$ cat src/alu_pkg.sv
// --------------------------------------------------------------------------
// Shared definitions for the integer execution unit
// Queue, ALU and top level reach them by scoped names
// --------------------------------------------------------------------------
package alu_pkg;

  // Data word width
  // W operations work on the 32-bit halves of this word
  localparam int unsigned XLEN = 64;

  // Reorder buffer index width
  localparam int unsigned ROB_IDX_W = 4;

  // ALU opcodes
  // Code 15 is left unassigned and decodes as illegal
  typedef enum logic [3:0] {
    ALU_ADD  = 4'd0,
    ALU_SUB  = 4'd1,
    ALU_ADDW = 4'd2,
    ALU_SUBW = 4'd3,
    ALU_AND  = 4'd4,
    ALU_OR   = 4'd5,
    ALU_XOR  = 4'd6,
    ALU_SLL  = 4'd7,
    ALU_SRL  = 4'd8,
    ALU_SRA  = 4'd9,
    ALU_SLLW = 4'd10,
    ALU_SRLW = 4'd11,
    ALU_SRAW = 4'd12,
    ALU_SLT  = 4'd13,
    ALU_SLTU = 4'd14
  } alu_op_t;

  // Reorder buffer index
  typedef logic [ROB_IDX_W-1:0] rob_idx_t;

  // Exception codes
  // Numbering follows the RISC-V mcause values
  typedef enum logic [3:0] {
    E_I_ADDR_MISALIGNED   = 4'h0,
    E_I_ACCESS_FAULT      = 4'h1,
    E_ILLEGAL_INSTRUCTION = 4'h2,
    E_BREAKPOINT          = 4'h3,
    E_LD_ADDR_MISALIGNED  = 4'h4,
    E_LD_ACCESS_FAULT     = 4'h5,
    E_ST_ADDR_MISALIGNED  = 4'h6,
    E_ST_ACCESS_FAULT     = 4'h7
  } except_code_t;

endpackage

$ cat src/alu.sv
// --------------------------------------------------------------------------
// Integer ALU datapath for RV64
// Combinational from the queue head into a flushable output spill cell
// SKIP_REG removes the output register
// --------------------------------------------------------------------------
`timescale 1ns/1ns

module alu #(
  parameter bit SKIP_REG = 1'b0
) (
  input  logic                     clk_i,
  input  logic                     arst_n_i,
  input  logic                     flush_i,
  // Operation from the issue queue
  input  logic                     valid_i,
  output logic                     ready_o,
  input  alu_pkg::alu_op_t         op_i,
  input  alu_pkg::rob_idx_t        rob_idx_i,
  input  logic [alu_pkg::XLEN-1:0] rs1_i,
  input  logic [alu_pkg::XLEN-1:0] rs2_i,
  // Result
  output logic                     valid_o,
  input  logic                     ready_i,
  output alu_pkg::rob_idx_t        rob_idx_o,
  output logic [alu_pkg::XLEN-1:0] result_o,
  output logic                     except_raised_o,
  output alu_pkg::except_code_t    except_code_o
);

  localparam int unsigned XLEN    = alu_pkg::XLEN;
  localparam int unsigned HALF    = XLEN / 2;
  localparam int unsigned SHAMT_W = $clog2(XLEN);
  localparam int unsigned SHW_W   = $clog2(HALF);

  // Payload carried through the output register
  typedef struct packed {
    logic [XLEN-1:0]   res;
    alu_pkg::rob_idx_t rob_idx;
    logic              except_raised;
  } out_data_t;

  function automatic logic [XLEN-1:0] reverse_bits(input logic [XLEN-1:0] a);
    logic [XLEN-1:0] r;
    for (int i = 0; i < XLEN; i++) begin
      r[i] = a[XLEN-1-i];
    end
    return r;
  endfunction

  // Sign-extend the low word
  function automatic logic [XLEN-1:0] sext_w(input logic [XLEN-1:0] a);
    return {{HALF{a[HALF-1]}}, a[HALF-1:0]};
  endfunction

  logic [XLEN-1:0]    rs1_w;
  logic [XLEN-1:0]    rs2_w;
  logic [XLEN-1:0]    adder_a;
  logic [XLEN-1:0]    adder_b;
  logic               adder_cin;
  logic [XLEN-1:0]    adder_res;
  logic               lt_signed;
  logic               lt_unsigned;
  logic [XLEN:0]      shifter_a;
  logic [SHAMT_W-1:0] shifter_shamt;
  logic [XLEN:0]      shifter_res;
  logic [XLEN-1:0]    shifter_res_rev;
  logic [XLEN-1:0]    shift_w_src;
  logic [XLEN-1:0]    result;
  logic               except_raised;
  out_data_t          out_d;
  out_data_t          out_q;

  // --------------------------------------------------------------------------
  // Adder and comparisons
  // --------------------------------------------------------------------------
  assign rs1_w = sext_w(rs1_i);
  assign rs2_w = sext_w(rs2_i);

  // Subtraction as rs1 + ~rs2 + 1
  always_comb begin
    adder_a   = rs1_i;
    adder_b   = rs2_i;
    adder_cin = 1'b0;
    unique case (op_i)
      alu_pkg::ALU_SUB, alu_pkg::ALU_SLT, alu_pkg::ALU_SLTU: begin
        adder_b   = ~rs2_i;
        adder_cin = 1'b1;
      end
      alu_pkg::ALU_ADDW: begin
        adder_a = rs1_w;
        adder_b = rs2_w;
      end
      alu_pkg::ALU_SUBW: begin
        adder_a   = rs1_w;
        adder_b   = ~rs2_w;
        adder_cin = 1'b1;
      end
      default: ;
    endcase
  end

  assign adder_res = adder_a + adder_b + {{(XLEN-1){1'b0}}, adder_cin};

  // Differing signs decide directly
  // otherwise the sign of the difference does
  assign lt_signed   = (rs1_i[XLEN-1] != rs2_i[XLEN-1]) ? rs1_i[XLEN-1] : adder_res[XLEN-1];
  assign lt_unsigned = (rs1_i[XLEN-1] != rs2_i[XLEN-1]) ? rs2_i[XLEN-1] : adder_res[XLEN-1];

  // --------------------------------------------------------------------------
  // Shifter
  // --------------------------------------------------------------------------
  // Extra top bit carries the fill value
  always_comb begin
    unique case (op_i)
      alu_pkg::ALU_SRL:  shifter_a = {1'b0, rs1_i};
      alu_pkg::ALU_SRA:  shifter_a = {rs1_i[XLEN-1], rs1_i};
      alu_pkg::ALU_SRLW: shifter_a = {{(HALF+1){1'b0}}, rs1_i[HALF-1:0]};
      alu_pkg::ALU_SRAW: shifter_a = {{(HALF+1){rs1_i[HALF-1]}}, rs1_i[HALF-1:0]};
      // Left shifts go in reversed
      default:           shifter_a = {1'b0, reverse_bits(rs1_i)};
    endcase
  end

  // W shifts use 5 bits of shift amount
  always_comb begin
    unique case (op_i)
      alu_pkg::ALU_SLLW, alu_pkg::ALU_SRLW, alu_pkg::ALU_SRAW:
        shifter_shamt = {{(SHAMT_W-SHW_W){1'b0}}, rs2_i[SHW_W-1:0]};
      default:
        shifter_shamt = rs2_i[SHAMT_W-1:0];
    endcase
  end

  assign shifter_res     = $unsigned($signed(shifter_a) >>> shifter_shamt);
  assign shifter_res_rev = reverse_bits(shifter_res[XLEN-1:0]);
  assign shift_w_src     = (op_i == alu_pkg::ALU_SLLW) ? shifter_res_rev
                                                       : shifter_res[XLEN-1:0];

  // --------------------------------------------------------------------------
  // Result multiplexer
  // --------------------------------------------------------------------------
  always_comb begin
    result        = '0;
    except_raised = 1'b0;
    unique case (op_i)
      alu_pkg::ALU_ADD, alu_pkg::ALU_SUB:   result = adder_res;
      alu_pkg::ALU_ADDW, alu_pkg::ALU_SUBW: result = sext_w(adder_res);
      alu_pkg::ALU_AND:                     result = rs1_i & rs2_i;
      alu_pkg::ALU_OR:                      result = rs1_i | rs2_i;
      alu_pkg::ALU_XOR:                     result = rs1_i ^ rs2_i;
      alu_pkg::ALU_SLL:                     result = shifter_res_rev;
      alu_pkg::ALU_SRL, alu_pkg::ALU_SRA:   result = shifter_res[XLEN-1:0];
      alu_pkg::ALU_SLLW, alu_pkg::ALU_SRLW, alu_pkg::ALU_SRAW:
        result = sext_w(shift_w_src);
      alu_pkg::ALU_SLT:                     result = {{(XLEN-1){1'b0}}, lt_signed};
      alu_pkg::ALU_SLTU:                    result = {{(XLEN-1){1'b0}}, lt_unsigned};
      // Unassigned opcode
      default:                              except_raised = 1'b1;
    endcase
  end

  // --------------------------------------------------------------------------
  // Output register
  // --------------------------------------------------------------------------
  assign out_d.res           = result;
  assign out_d.rob_idx       = rob_idx_i;
  assign out_d.except_raised = except_raised;

  spill_cell_flush #(
    .DATA_T  (out_data_t),
    .SKIP_REG(SKIP_REG)
  ) u_out_reg (
    .clk_i   (clk_i),
    .arst_n_i(arst_n_i),
    .flush_i (flush_i),
    .valid_i (valid_i),
    .ready_o (ready_o),
    .data_i  (out_d),
    .valid_o (valid_o),
    .ready_i (ready_i),
    .data_o  (out_q)
  );

  assign result_o        = out_q.res;
  assign rob_idx_o       = out_q.rob_idx;
  assign except_raised_o = out_q.except_raised;
  // Only exception this unit can raise
  assign except_code_o   = alu_pkg::E_ILLEGAL_INSTRUCTION;

endmodule

$ cat src/alu_exec_unit.sv
// --------------------------------------------------------------------------
// Integer execution unit top level
// Issue queue feeding the ALU with valid/ready at both ends
// --------------------------------------------------------------------------
`timescale 1ns/1ns

module alu_exec_unit #(
  parameter int unsigned QUEUE_DEPTH = 4,
  parameter bit          SKIP_REG    = 1'b0
) (
  input  logic                     clk_i,
  input  logic                     arst_n_i,
  input  logic                     flush_i,
  // Issue side
  input  logic                     valid_i,
  output logic                     ready_o,
  input  alu_pkg::alu_op_t         op_i,
  input  alu_pkg::rob_idx_t        rob_idx_i,
  input  logic [alu_pkg::XLEN-1:0] rs1_i,
  input  logic [alu_pkg::XLEN-1:0] rs2_i,
  // Result side
  output logic                     valid_o,
  input  logic                     ready_i,
  output alu_pkg::rob_idx_t        rob_idx_o,
  output logic [alu_pkg::XLEN-1:0] result_o,
  output logic                     except_raised_o,
  output alu_pkg::except_code_t    except_code_o
);

  // Queue head into the ALU
  logic                     q_valid;
  logic                     q_ready;
  alu_pkg::alu_op_t         q_op;
  alu_pkg::rob_idx_t        q_rob_idx;
  logic [alu_pkg::XLEN-1:0] q_rs1;
  logic [alu_pkg::XLEN-1:0] q_rs2;

  alu_issue_queue #(
    .QUEUE_DEPTH(QUEUE_DEPTH)
  ) u_issue_queue (
    .clk_i    (clk_i),
    .arst_n_i (arst_n_i),
    .flush_i  (flush_i),
    .valid_i  (valid_i),
    .ready_o  (ready_o),
    .op_i     (op_i),
    .rob_idx_i(rob_idx_i),
    .rs1_i    (rs1_i),
    .rs2_i    (rs2_i),
    .valid_o  (q_valid),
    .ready_i  (q_ready),
    .op_o     (q_op),
    .rob_idx_o(q_rob_idx),
    .rs1_o    (q_rs1),
    .rs2_o    (q_rs2)
  );

  alu #(
    .SKIP_REG(SKIP_REG)
  ) u_alu (
    .clk_i          (clk_i),
    .arst_n_i       (arst_n_i),
    .flush_i        (flush_i),
    .valid_i        (q_valid),
    .ready_o        (q_ready),
    .op_i           (q_op),
    .rob_idx_i      (q_rob_idx),
    .rs1_i          (q_rs1),
    .rs2_i          (q_rs2),
    .valid_o        (valid_o),
    .ready_i        (ready_i),
    .rob_idx_o      (rob_idx_o),
    .result_o       (result_o),
    .except_raised_o(except_raised_o),
    .except_code_o  (except_code_o)
  );

endmodule

$ cat src/alu_issue_queue.sv
// --------------------------------------------------------------------------
// Issue queue in front of the ALU
// Circular FIFO with flush and valid/ready on both sides
// QUEUE_DEPTH must be a power of two and at least 2
// --------------------------------------------------------------------------
`timescale 1ns/1ns

module alu_issue_queue #(
  parameter int unsigned QUEUE_DEPTH = 4
) (
  input  logic                     clk_i,
  input  logic                     arst_n_i,
  input  logic                     flush_i,
  // Issue side
  input  logic                     valid_i,
  output logic                     ready_o,
  input  alu_pkg::alu_op_t         op_i,
  input  alu_pkg::rob_idx_t        rob_idx_i,
  input  logic [alu_pkg::XLEN-1:0] rs1_i,
  input  logic [alu_pkg::XLEN-1:0] rs2_i,
  // ALU side
  output logic                     valid_o,
  input  logic                     ready_i,
  output alu_pkg::alu_op_t         op_o,
  output alu_pkg::rob_idx_t        rob_idx_o,
  output logic [alu_pkg::XLEN-1:0] rs1_o,
  output logic [alu_pkg::XLEN-1:0] rs2_o
);

  localparam int unsigned PTR_W = $clog2(QUEUE_DEPTH);
  localparam logic [PTR_W:0] FULL_CNT = (PTR_W + 1)'(QUEUE_DEPTH);

  // Entry storage
  alu_pkg::alu_op_t         op_mem  [QUEUE_DEPTH];
  alu_pkg::rob_idx_t        rob_mem [QUEUE_DEPTH];
  logic [alu_pkg::XLEN-1:0] rs1_mem [QUEUE_DEPTH];
  logic [alu_pkg::XLEN-1:0] rs2_mem [QUEUE_DEPTH];

  logic [PTR_W-1:0] wr_ptr_q;
  logic [PTR_W-1:0] rd_ptr_q;
  logic [PTR_W:0]   count_q;
  logic             push;
  logic             pop;

  // Nothing enters during a flush
  assign push = valid_i & ready_o & ~flush_i;
  assign pop  = valid_o & ready_i;

  // Handshake from occupancy only
  assign ready_o = (count_q != FULL_CNT);
  assign valid_o = (count_q != '0);

  // --------------------------------------------------------------------------
  // Pointers and occupancy
  // --------------------------------------------------------------------------
  always_ff @(posedge clk_i or negedge arst_n_i) begin
    if (!arst_n_i) begin
      wr_ptr_q <= '0;
      rd_ptr_q <= '0;
      count_q  <= '0;
    end else if (flush_i) begin
      wr_ptr_q <= '0;
      rd_ptr_q <= '0;
      count_q  <= '0;
    end else begin
      // Pointers wrap on their own width
      if (push) wr_ptr_q <= wr_ptr_q + 1'b1;
      if (pop)  rd_ptr_q <= rd_ptr_q + 1'b1;
      if (push && !pop) count_q <= count_q + 1'b1;
      else if (pop && !push) count_q <= count_q - 1'b1;
    end
  end

  // Payload write
  always_ff @(posedge clk_i) begin
    if (push) begin
      op_mem[wr_ptr_q]  <= op_i;
      rob_mem[wr_ptr_q] <= rob_idx_i;
      rs1_mem[wr_ptr_q] <= rs1_i;
      rs2_mem[wr_ptr_q] <= rs2_i;
    end
  end

  // Head of queue
  assign op_o      = op_mem[rd_ptr_q];
  assign rob_idx_o = rob_mem[rd_ptr_q];
  assign rs1_o     = rs1_mem[rd_ptr_q];
  assign rs2_o     = rs2_mem[rd_ptr_q];

  // Occupancy never runs past the depth
  // and always matches the distance between the pointers
  a_count_bound: assert property (@(posedge clk_i) disable iff (!arst_n_i)
    count_q <= FULL_CNT && count_q[PTR_W-1:0] == (wr_ptr_q - rd_ptr_q));

  // Filling the last slot closes the issue side on the next cycle
  a_full_backpressure: assert property (@(posedge clk_i) disable iff (!arst_n_i)
    (count_q == FULL_CNT - 1'b1 && push && !pop) |=> !ready_o);

endmodule

$ cat src/spill_cell_flush.sv
// --------------------------------------------------------------------------
// Two-entry spill register with flush
// Cuts the ready path between its two sides
// SKIP_REG turns it into a plain pass-through
// --------------------------------------------------------------------------
`timescale 1ns/1ns

module spill_cell_flush #(
  parameter type DATA_T   = logic,
  parameter bit  SKIP_REG = 1'b0
) (
  input  logic  clk_i,
  input  logic  arst_n_i,
  input  logic  flush_i,
  input  logic  valid_i,
  output logic  ready_o,
  input  DATA_T data_i,
  output logic  valid_o,
  input  logic  ready_i,
  output DATA_T data_o
);

  if (SKIP_REG) begin : gen_skip
    // Combinational path
    assign valid_o = valid_i;
    assign ready_o = ready_i;
    assign data_o  = data_i;
  end else begin : gen_reg
    logic  a_full_q;
    logic  b_full_q;
    DATA_T a_data_q;
    DATA_T b_data_q;
    logic  a_fill;
    logic  a_drain;
    logic  b_fill;
    logic  b_drain;

    // Main register takes new data
    // and empties to the output or into the spill slot
    assign a_fill  = valid_i & ready_o;
    assign a_drain = a_full_q & ~b_full_q;
    // Spill slot catches a stalled main entry
    assign b_fill  = a_drain & ~ready_i;
    assign b_drain = b_full_q & ready_i;

    always_ff @(posedge clk_i or negedge arst_n_i) begin
      if (!arst_n_i) begin
        a_full_q <= 1'b0;
        b_full_q <= 1'b0;
      end else if (flush_i) begin
        a_full_q <= 1'b0;
        b_full_q <= 1'b0;
      end else begin
        if (a_fill || a_drain) a_full_q <= a_fill;
        if (b_fill || b_drain) b_full_q <= b_fill;
      end
    end

    always_ff @(posedge clk_i) begin
      if (a_fill) a_data_q <= data_i;
      if (b_fill) b_data_q <= a_data_q;
    end

    // Spill slot always holds the older entry
    assign valid_o = a_full_q | b_full_q;
    assign data_o  = b_full_q ? b_data_q : a_data_q;
    assign ready_o = ~b_full_q;

    // Stalled output holds until taken or flushed
    a_out_stable: assert property (@(posedge clk_i) disable iff (!arst_n_i)
      (valid_o && !ready_i && !flush_i) |=> (valid_o && $stable(data_o)));
  end

endmodule

$ cat config.mk
export PLATFORM = sky130hd
export DESIGN_NAME = alu_exec_unit
export DESIGN_NICKNAME = d
export VERILOG_FILES = /design/src/alu_pkg.sv /design/src/alu.sv /design/src/alu_exec_unit.sv /design/src/alu_issue_queue.sv /design/src/spill_cell_flush.sv
export SDC_FILE = /design/constraint.sdc
export NUM_CORES = 1
export LEC_CHECK = 0
export BUFFER_PORTS_ARGS = -buffer_cell sky130_fd_sc_hd__buf_4
export CORE_ASPECT_RATIO = 1.4
export CORE_MARGIN = 4
export CORE_UTILIZATION = 50
export CTS_CLUSTER_SIZE = 30
export DETAILED_ROUTE_END_ITERATION = 8
export HOLD_SLACK_MARGIN = 0.03
export PLACE_DENSITY = 0.74
export SLEW_MARGIN = 0
export SYNTH_ARGS = -nofsm -noshare
export SYNTH_HDL_FRONTEND = slang
export SYNTH_SLANG_ARGS = --single-unit
$ cat constraint.sdc
create_clock -name clk_i -period 9.6 [get_ports clk_i]
set_input_delay 2.4 -clock clk_i [delete_from_list [all_inputs] [get_ports clk_i]]
set_output_delay 2.4 -clock clk_i [all_outputs]
set_load 0.02 [all_outputs]
==> out/metrics.cfg <==
[finish]
most-common-layout-cells = edfxtp_1 (682), buf_4 (298), nor2_1 (209), o21ai_0 (199), ha_1 (194)
multi_input_area_sq_mm = 0.0186
fin_util_pct = 56.7
post_route_cells_drive_above_1_share_pct = 19.1
instances_no_fill = 4610
syn_to_final_growth_pct = 12.1
fill_cells = 6638
final_common_cell = edfxtp_1
nNetsFinal = 3836
seq_area_sq_mm = 0.0207

[yosys]
synth_area_per_cell_sq_um = 12.1
synth_seq_area_share_pct = 50.7
synth-main-ff-cell = edfxtp_1
synth_cell_types = 98
ys.warnings.count = 0
netlist.area_leader.share_pct = 50.1
netlist_area_sq_mm = 0.0408
synthCells = 3375
yosys-top-cells-area = edfxtp_1 (50%), mux4_2 (7.6%), ha_1 (5.9%), o21ai_0 (2.5%), mux2i_1 (2.4%)
synth-edff-count = 682
synth_top_cell_by_area = edfxtp_1
ys_ff_latch = 691
postSynth.asyncResetShare_pct = 1.30

[die]
dieArea_sq_mm = 0.0864
core.rowCount = 123
core_area_sq_mm = 0.0806
die_w_um = 250
num_io_pins = 216
die_h_um = 346
start_util_pct = 50.6

[route]
vias = 31947
wl_met1_um = 60900
drc = 0
drt_first_pass_iters = 8
wirelength_um = 162000
highest_layer = met5
wl_per_cell_um = 35.1
vias_per_cell = 6.93
ant_nets = 0
met3WireLength_um = 14100
dr_wl_met2_um = 72700
drt-initial-drc-count = 4330

[setup_path]
critical_path_class = flip-flop to flip-flop
regToRegSetupSlack_ns = 1.40
crit_required_ns = 9.97
cp.arrival_ns = 8.57
crit_path_end_kind = flip-flop
reg2reg_from = u_issue_queue.rd_ptr_q[0]$_DFFE_PN0P_
crit_path_max_fanout = 50
r2r_cells = 17
startpoint_type = flip-flop
r2r-end = u_alu.u_out_reg.gen_reg.a_data_q[65]$_DFFE_PP_

[run_status]
status = complete, no violations

[clock_network]
cts_buffers = 66
clk_latency_ns = 0.65
cts_hold_buf = 0
post-cts-setup-buffers = 0
htree_levels = 3
cts_resized = 0
cts_tree = yes
ctsRootBufferMaster = clkbuf_16
clk_pin_slew_ns = 0.07
clk_path_buf_depth = 3
clock_sinks = 691

[sta]
post-route-period-util_pct = 85.4
finalMaxSlewViolations = 0
fin_worst_skew_ns = 0.0300
min_period_ns = 8.20
max-slew-margin-rel_pct = 4.88
tightestPinTransition_ns = 1.41
rsz0062_at_grt = false
setup_violations = 0
fmax_mhz = 122
timing.setup.tns_ns = 0
hold_viol = 0
setup_slack_ns = 1.40

[min_path]
holdPathEnd = u_alu.u_out_reg.gen_reg.b_data_q[18]$_DFFE_PP_
worstHoldStart = u_alu.u_out_reg.gen_reg.a_data_q[18]$_DFFE_PP_
hold_path_class = flip-flop to flip-flop
worst_hold_path.num_cells = 0

[global_routing]
grt_pass1_vias = 30949
antenna_found_initial = 4
grt_pass1_wl_um = 229000
gr-usage-all-layers_pct = 36.5
grt_max_degree = 120
globalRoute.totalOverflow = 0

[placed_design]
routabilityCongestion = 1.08
detailed_place_hpwl_um = 121000
pre_cts_ws_ns = 1.73
io_buffers = 211
dp.cells = 4492

[flow_run]
maxCapViolCount = 0

[cell families (layout without fill, tap and decap cells)]
| group | after synthesis | after routing | share of synthesized area (%) |
|---|---|---|---|
| AOI/OAI and AO/OA | 998 | 998 | 16.9 |
| xor gates and xnor gates | 88 | 88 | 1.89 |
| adders and majority gates | 197 | 197 | 6.09 |
| buffers and inverters | 407 | 576 | 4.07 |
| DFF | 691 | 691 | 50.7 |
| muxes | 317 | 317 | 12.3 |
| other | 2 | 6 | 0.0184 |
| and+or+nand+nor | 675 | 675 | 8.10 |
[synth_stat cells, types with 9 or more instances]
library cell and n:
nor2_1 214, xor2_1 14, a22oi_1 50, nor3_1 40, o221ai_1 34, inv_1 156, a21o_1 41, a221o_1 14
a211oi_1 39, clkbuf_1 163, mux4_2 138, a32oi_1 34, nor2b_1 11, nor3b_1 33, a21oi_1 152, o2111ai_1 21
buf_1 39, nand2b_1 13, a31oi_1 57, nand3_1 56, nand2_1 179, nand4_1 31, a221oi_1 52, or3_1 15
o211ai_1 39, dfrtp_1 9, o21ai_0 200, xnor2_1 74, buf_2 30, nor4b_1 24, edfxtp_1 682, o31ai_1 19
ha_1 194, mux2i_1 96, o21a_1 15, a211o_1 34, mux2_2 83, buf_6 10, o21bai_1 21, o22ai_1 68
[worst max-delay path, stage by stage, from the launching register on]
cell	delay (ns)
dfrtp_4	0.70
mux4_2	0.94
nand2_1	0.27
a21o_1	0.24
a21boi_4	0.31
buf_4	0.53
xnor2_1	0.16
ha_1	0.39
a21o_1	0.20
a21oi_1	0.22
a21oi_1	0.16
o31ai_1	1.13
nand2_1	0.34
a31oi_1	0.77
xnor2_1	0.19
a32o_2	0.34
or2_0	0.38
or4_1	0.57
[registers in the layout, indices dropped and copies added (netlist names)]
signal,flops
u_issue_queue.count_q,3
u_issue_queue.rs1_mem,256
u_issue_queue.rs2_mem,256
u_issue_queue.rd_ptr_q,2
u_issue_queue.wr_ptr_q,2
u_alu.u_out_reg.gen_reg.b_full_q,1
u_issue_queue.rob_mem,16
u_alu.u_out_reg.gen_reg.b_data_q,69
u_issue_queue.op_mem,16
u_alu.u_out_reg.gen_reg.a_full_q,1
u_alu.u_out_reg.gen_reg.a_data_q,69
[metrics by stage]
| stage | area [sq um] | hold WS [ns] |
|---|---|---|
| finish | 45800 | 0.429 |
| global route | 45800 | 0.437 |
| CTS | 45800 | 0.434 |
| detailed placement | 43600 | 0.432 |
| global placement | 43600 | 0.428 |
| floorplan | 40800 | 0.422 |
[layout make-up]
type | instances | area share, %
Antenna cell | 2 | 0.0109
Clock buffer | 75 | 3.73
Clock inverter | 41 | 1.05
Inverter | 158 | 1.30
Multi-Input combinational cell | 2279 | 40.7
Sequential cell | 691 | 45.3
Tap cell | 1062 | 2.90
Timing Repair Buffer | 302 | 5.06
[routing by layer]
layer	vias up	GRT usage (%)
met3	494	6.47
met2	1924	55.5
met1	15917	47.8
li1	13610	-
met4	2	25.3
met5	-	0
[how the worst max path moves through the flow]
stage               cells past startpoint  slack, ns                                        endpoint                                   from
CTS                                    17       1.66  u_alu.u_out_reg.gen_reg.a_data_q[65]$_DFFE_PP_  u_issue_queue.rd_ptr_q[1]$_DFFE_PN0P_
global route                           17       1.44  u_alu.u_out_reg.gen_reg.a_data_q[65]$_DFFE_PP_  u_issue_queue.rd_ptr_q[1]$_DFFE_PN0P_
global placement                       17       1.77  u_alu.u_out_reg.gen_reg.a_data_q[65]$_DFFE_PP_  u_issue_queue.rd_ptr_q[1]$_DFFE_PN0P_
floorplan                               1       1.59   u_alu.u_out_reg.gen_reg.b_data_q[0]$_DFFE_PP_                                ready_i
finish                                 17       1.40  u_alu.u_out_reg.gen_reg.a_data_q[65]$_DFFE_PP_  u_issue_queue.rd_ptr_q[0]$_DFFE_PN0P_
detailed placement                     17       1.73  u_alu.u_out_reg.gen_reg.a_data_q[65]$_DFFE_PP_  u_issue_queue.rd_ptr_q[1]$_DFFE_PN0P_
Power is left out: the tool's default activity adds up to more than one toggle a clock period on the data nets, which glitch-free logic cannot reach.
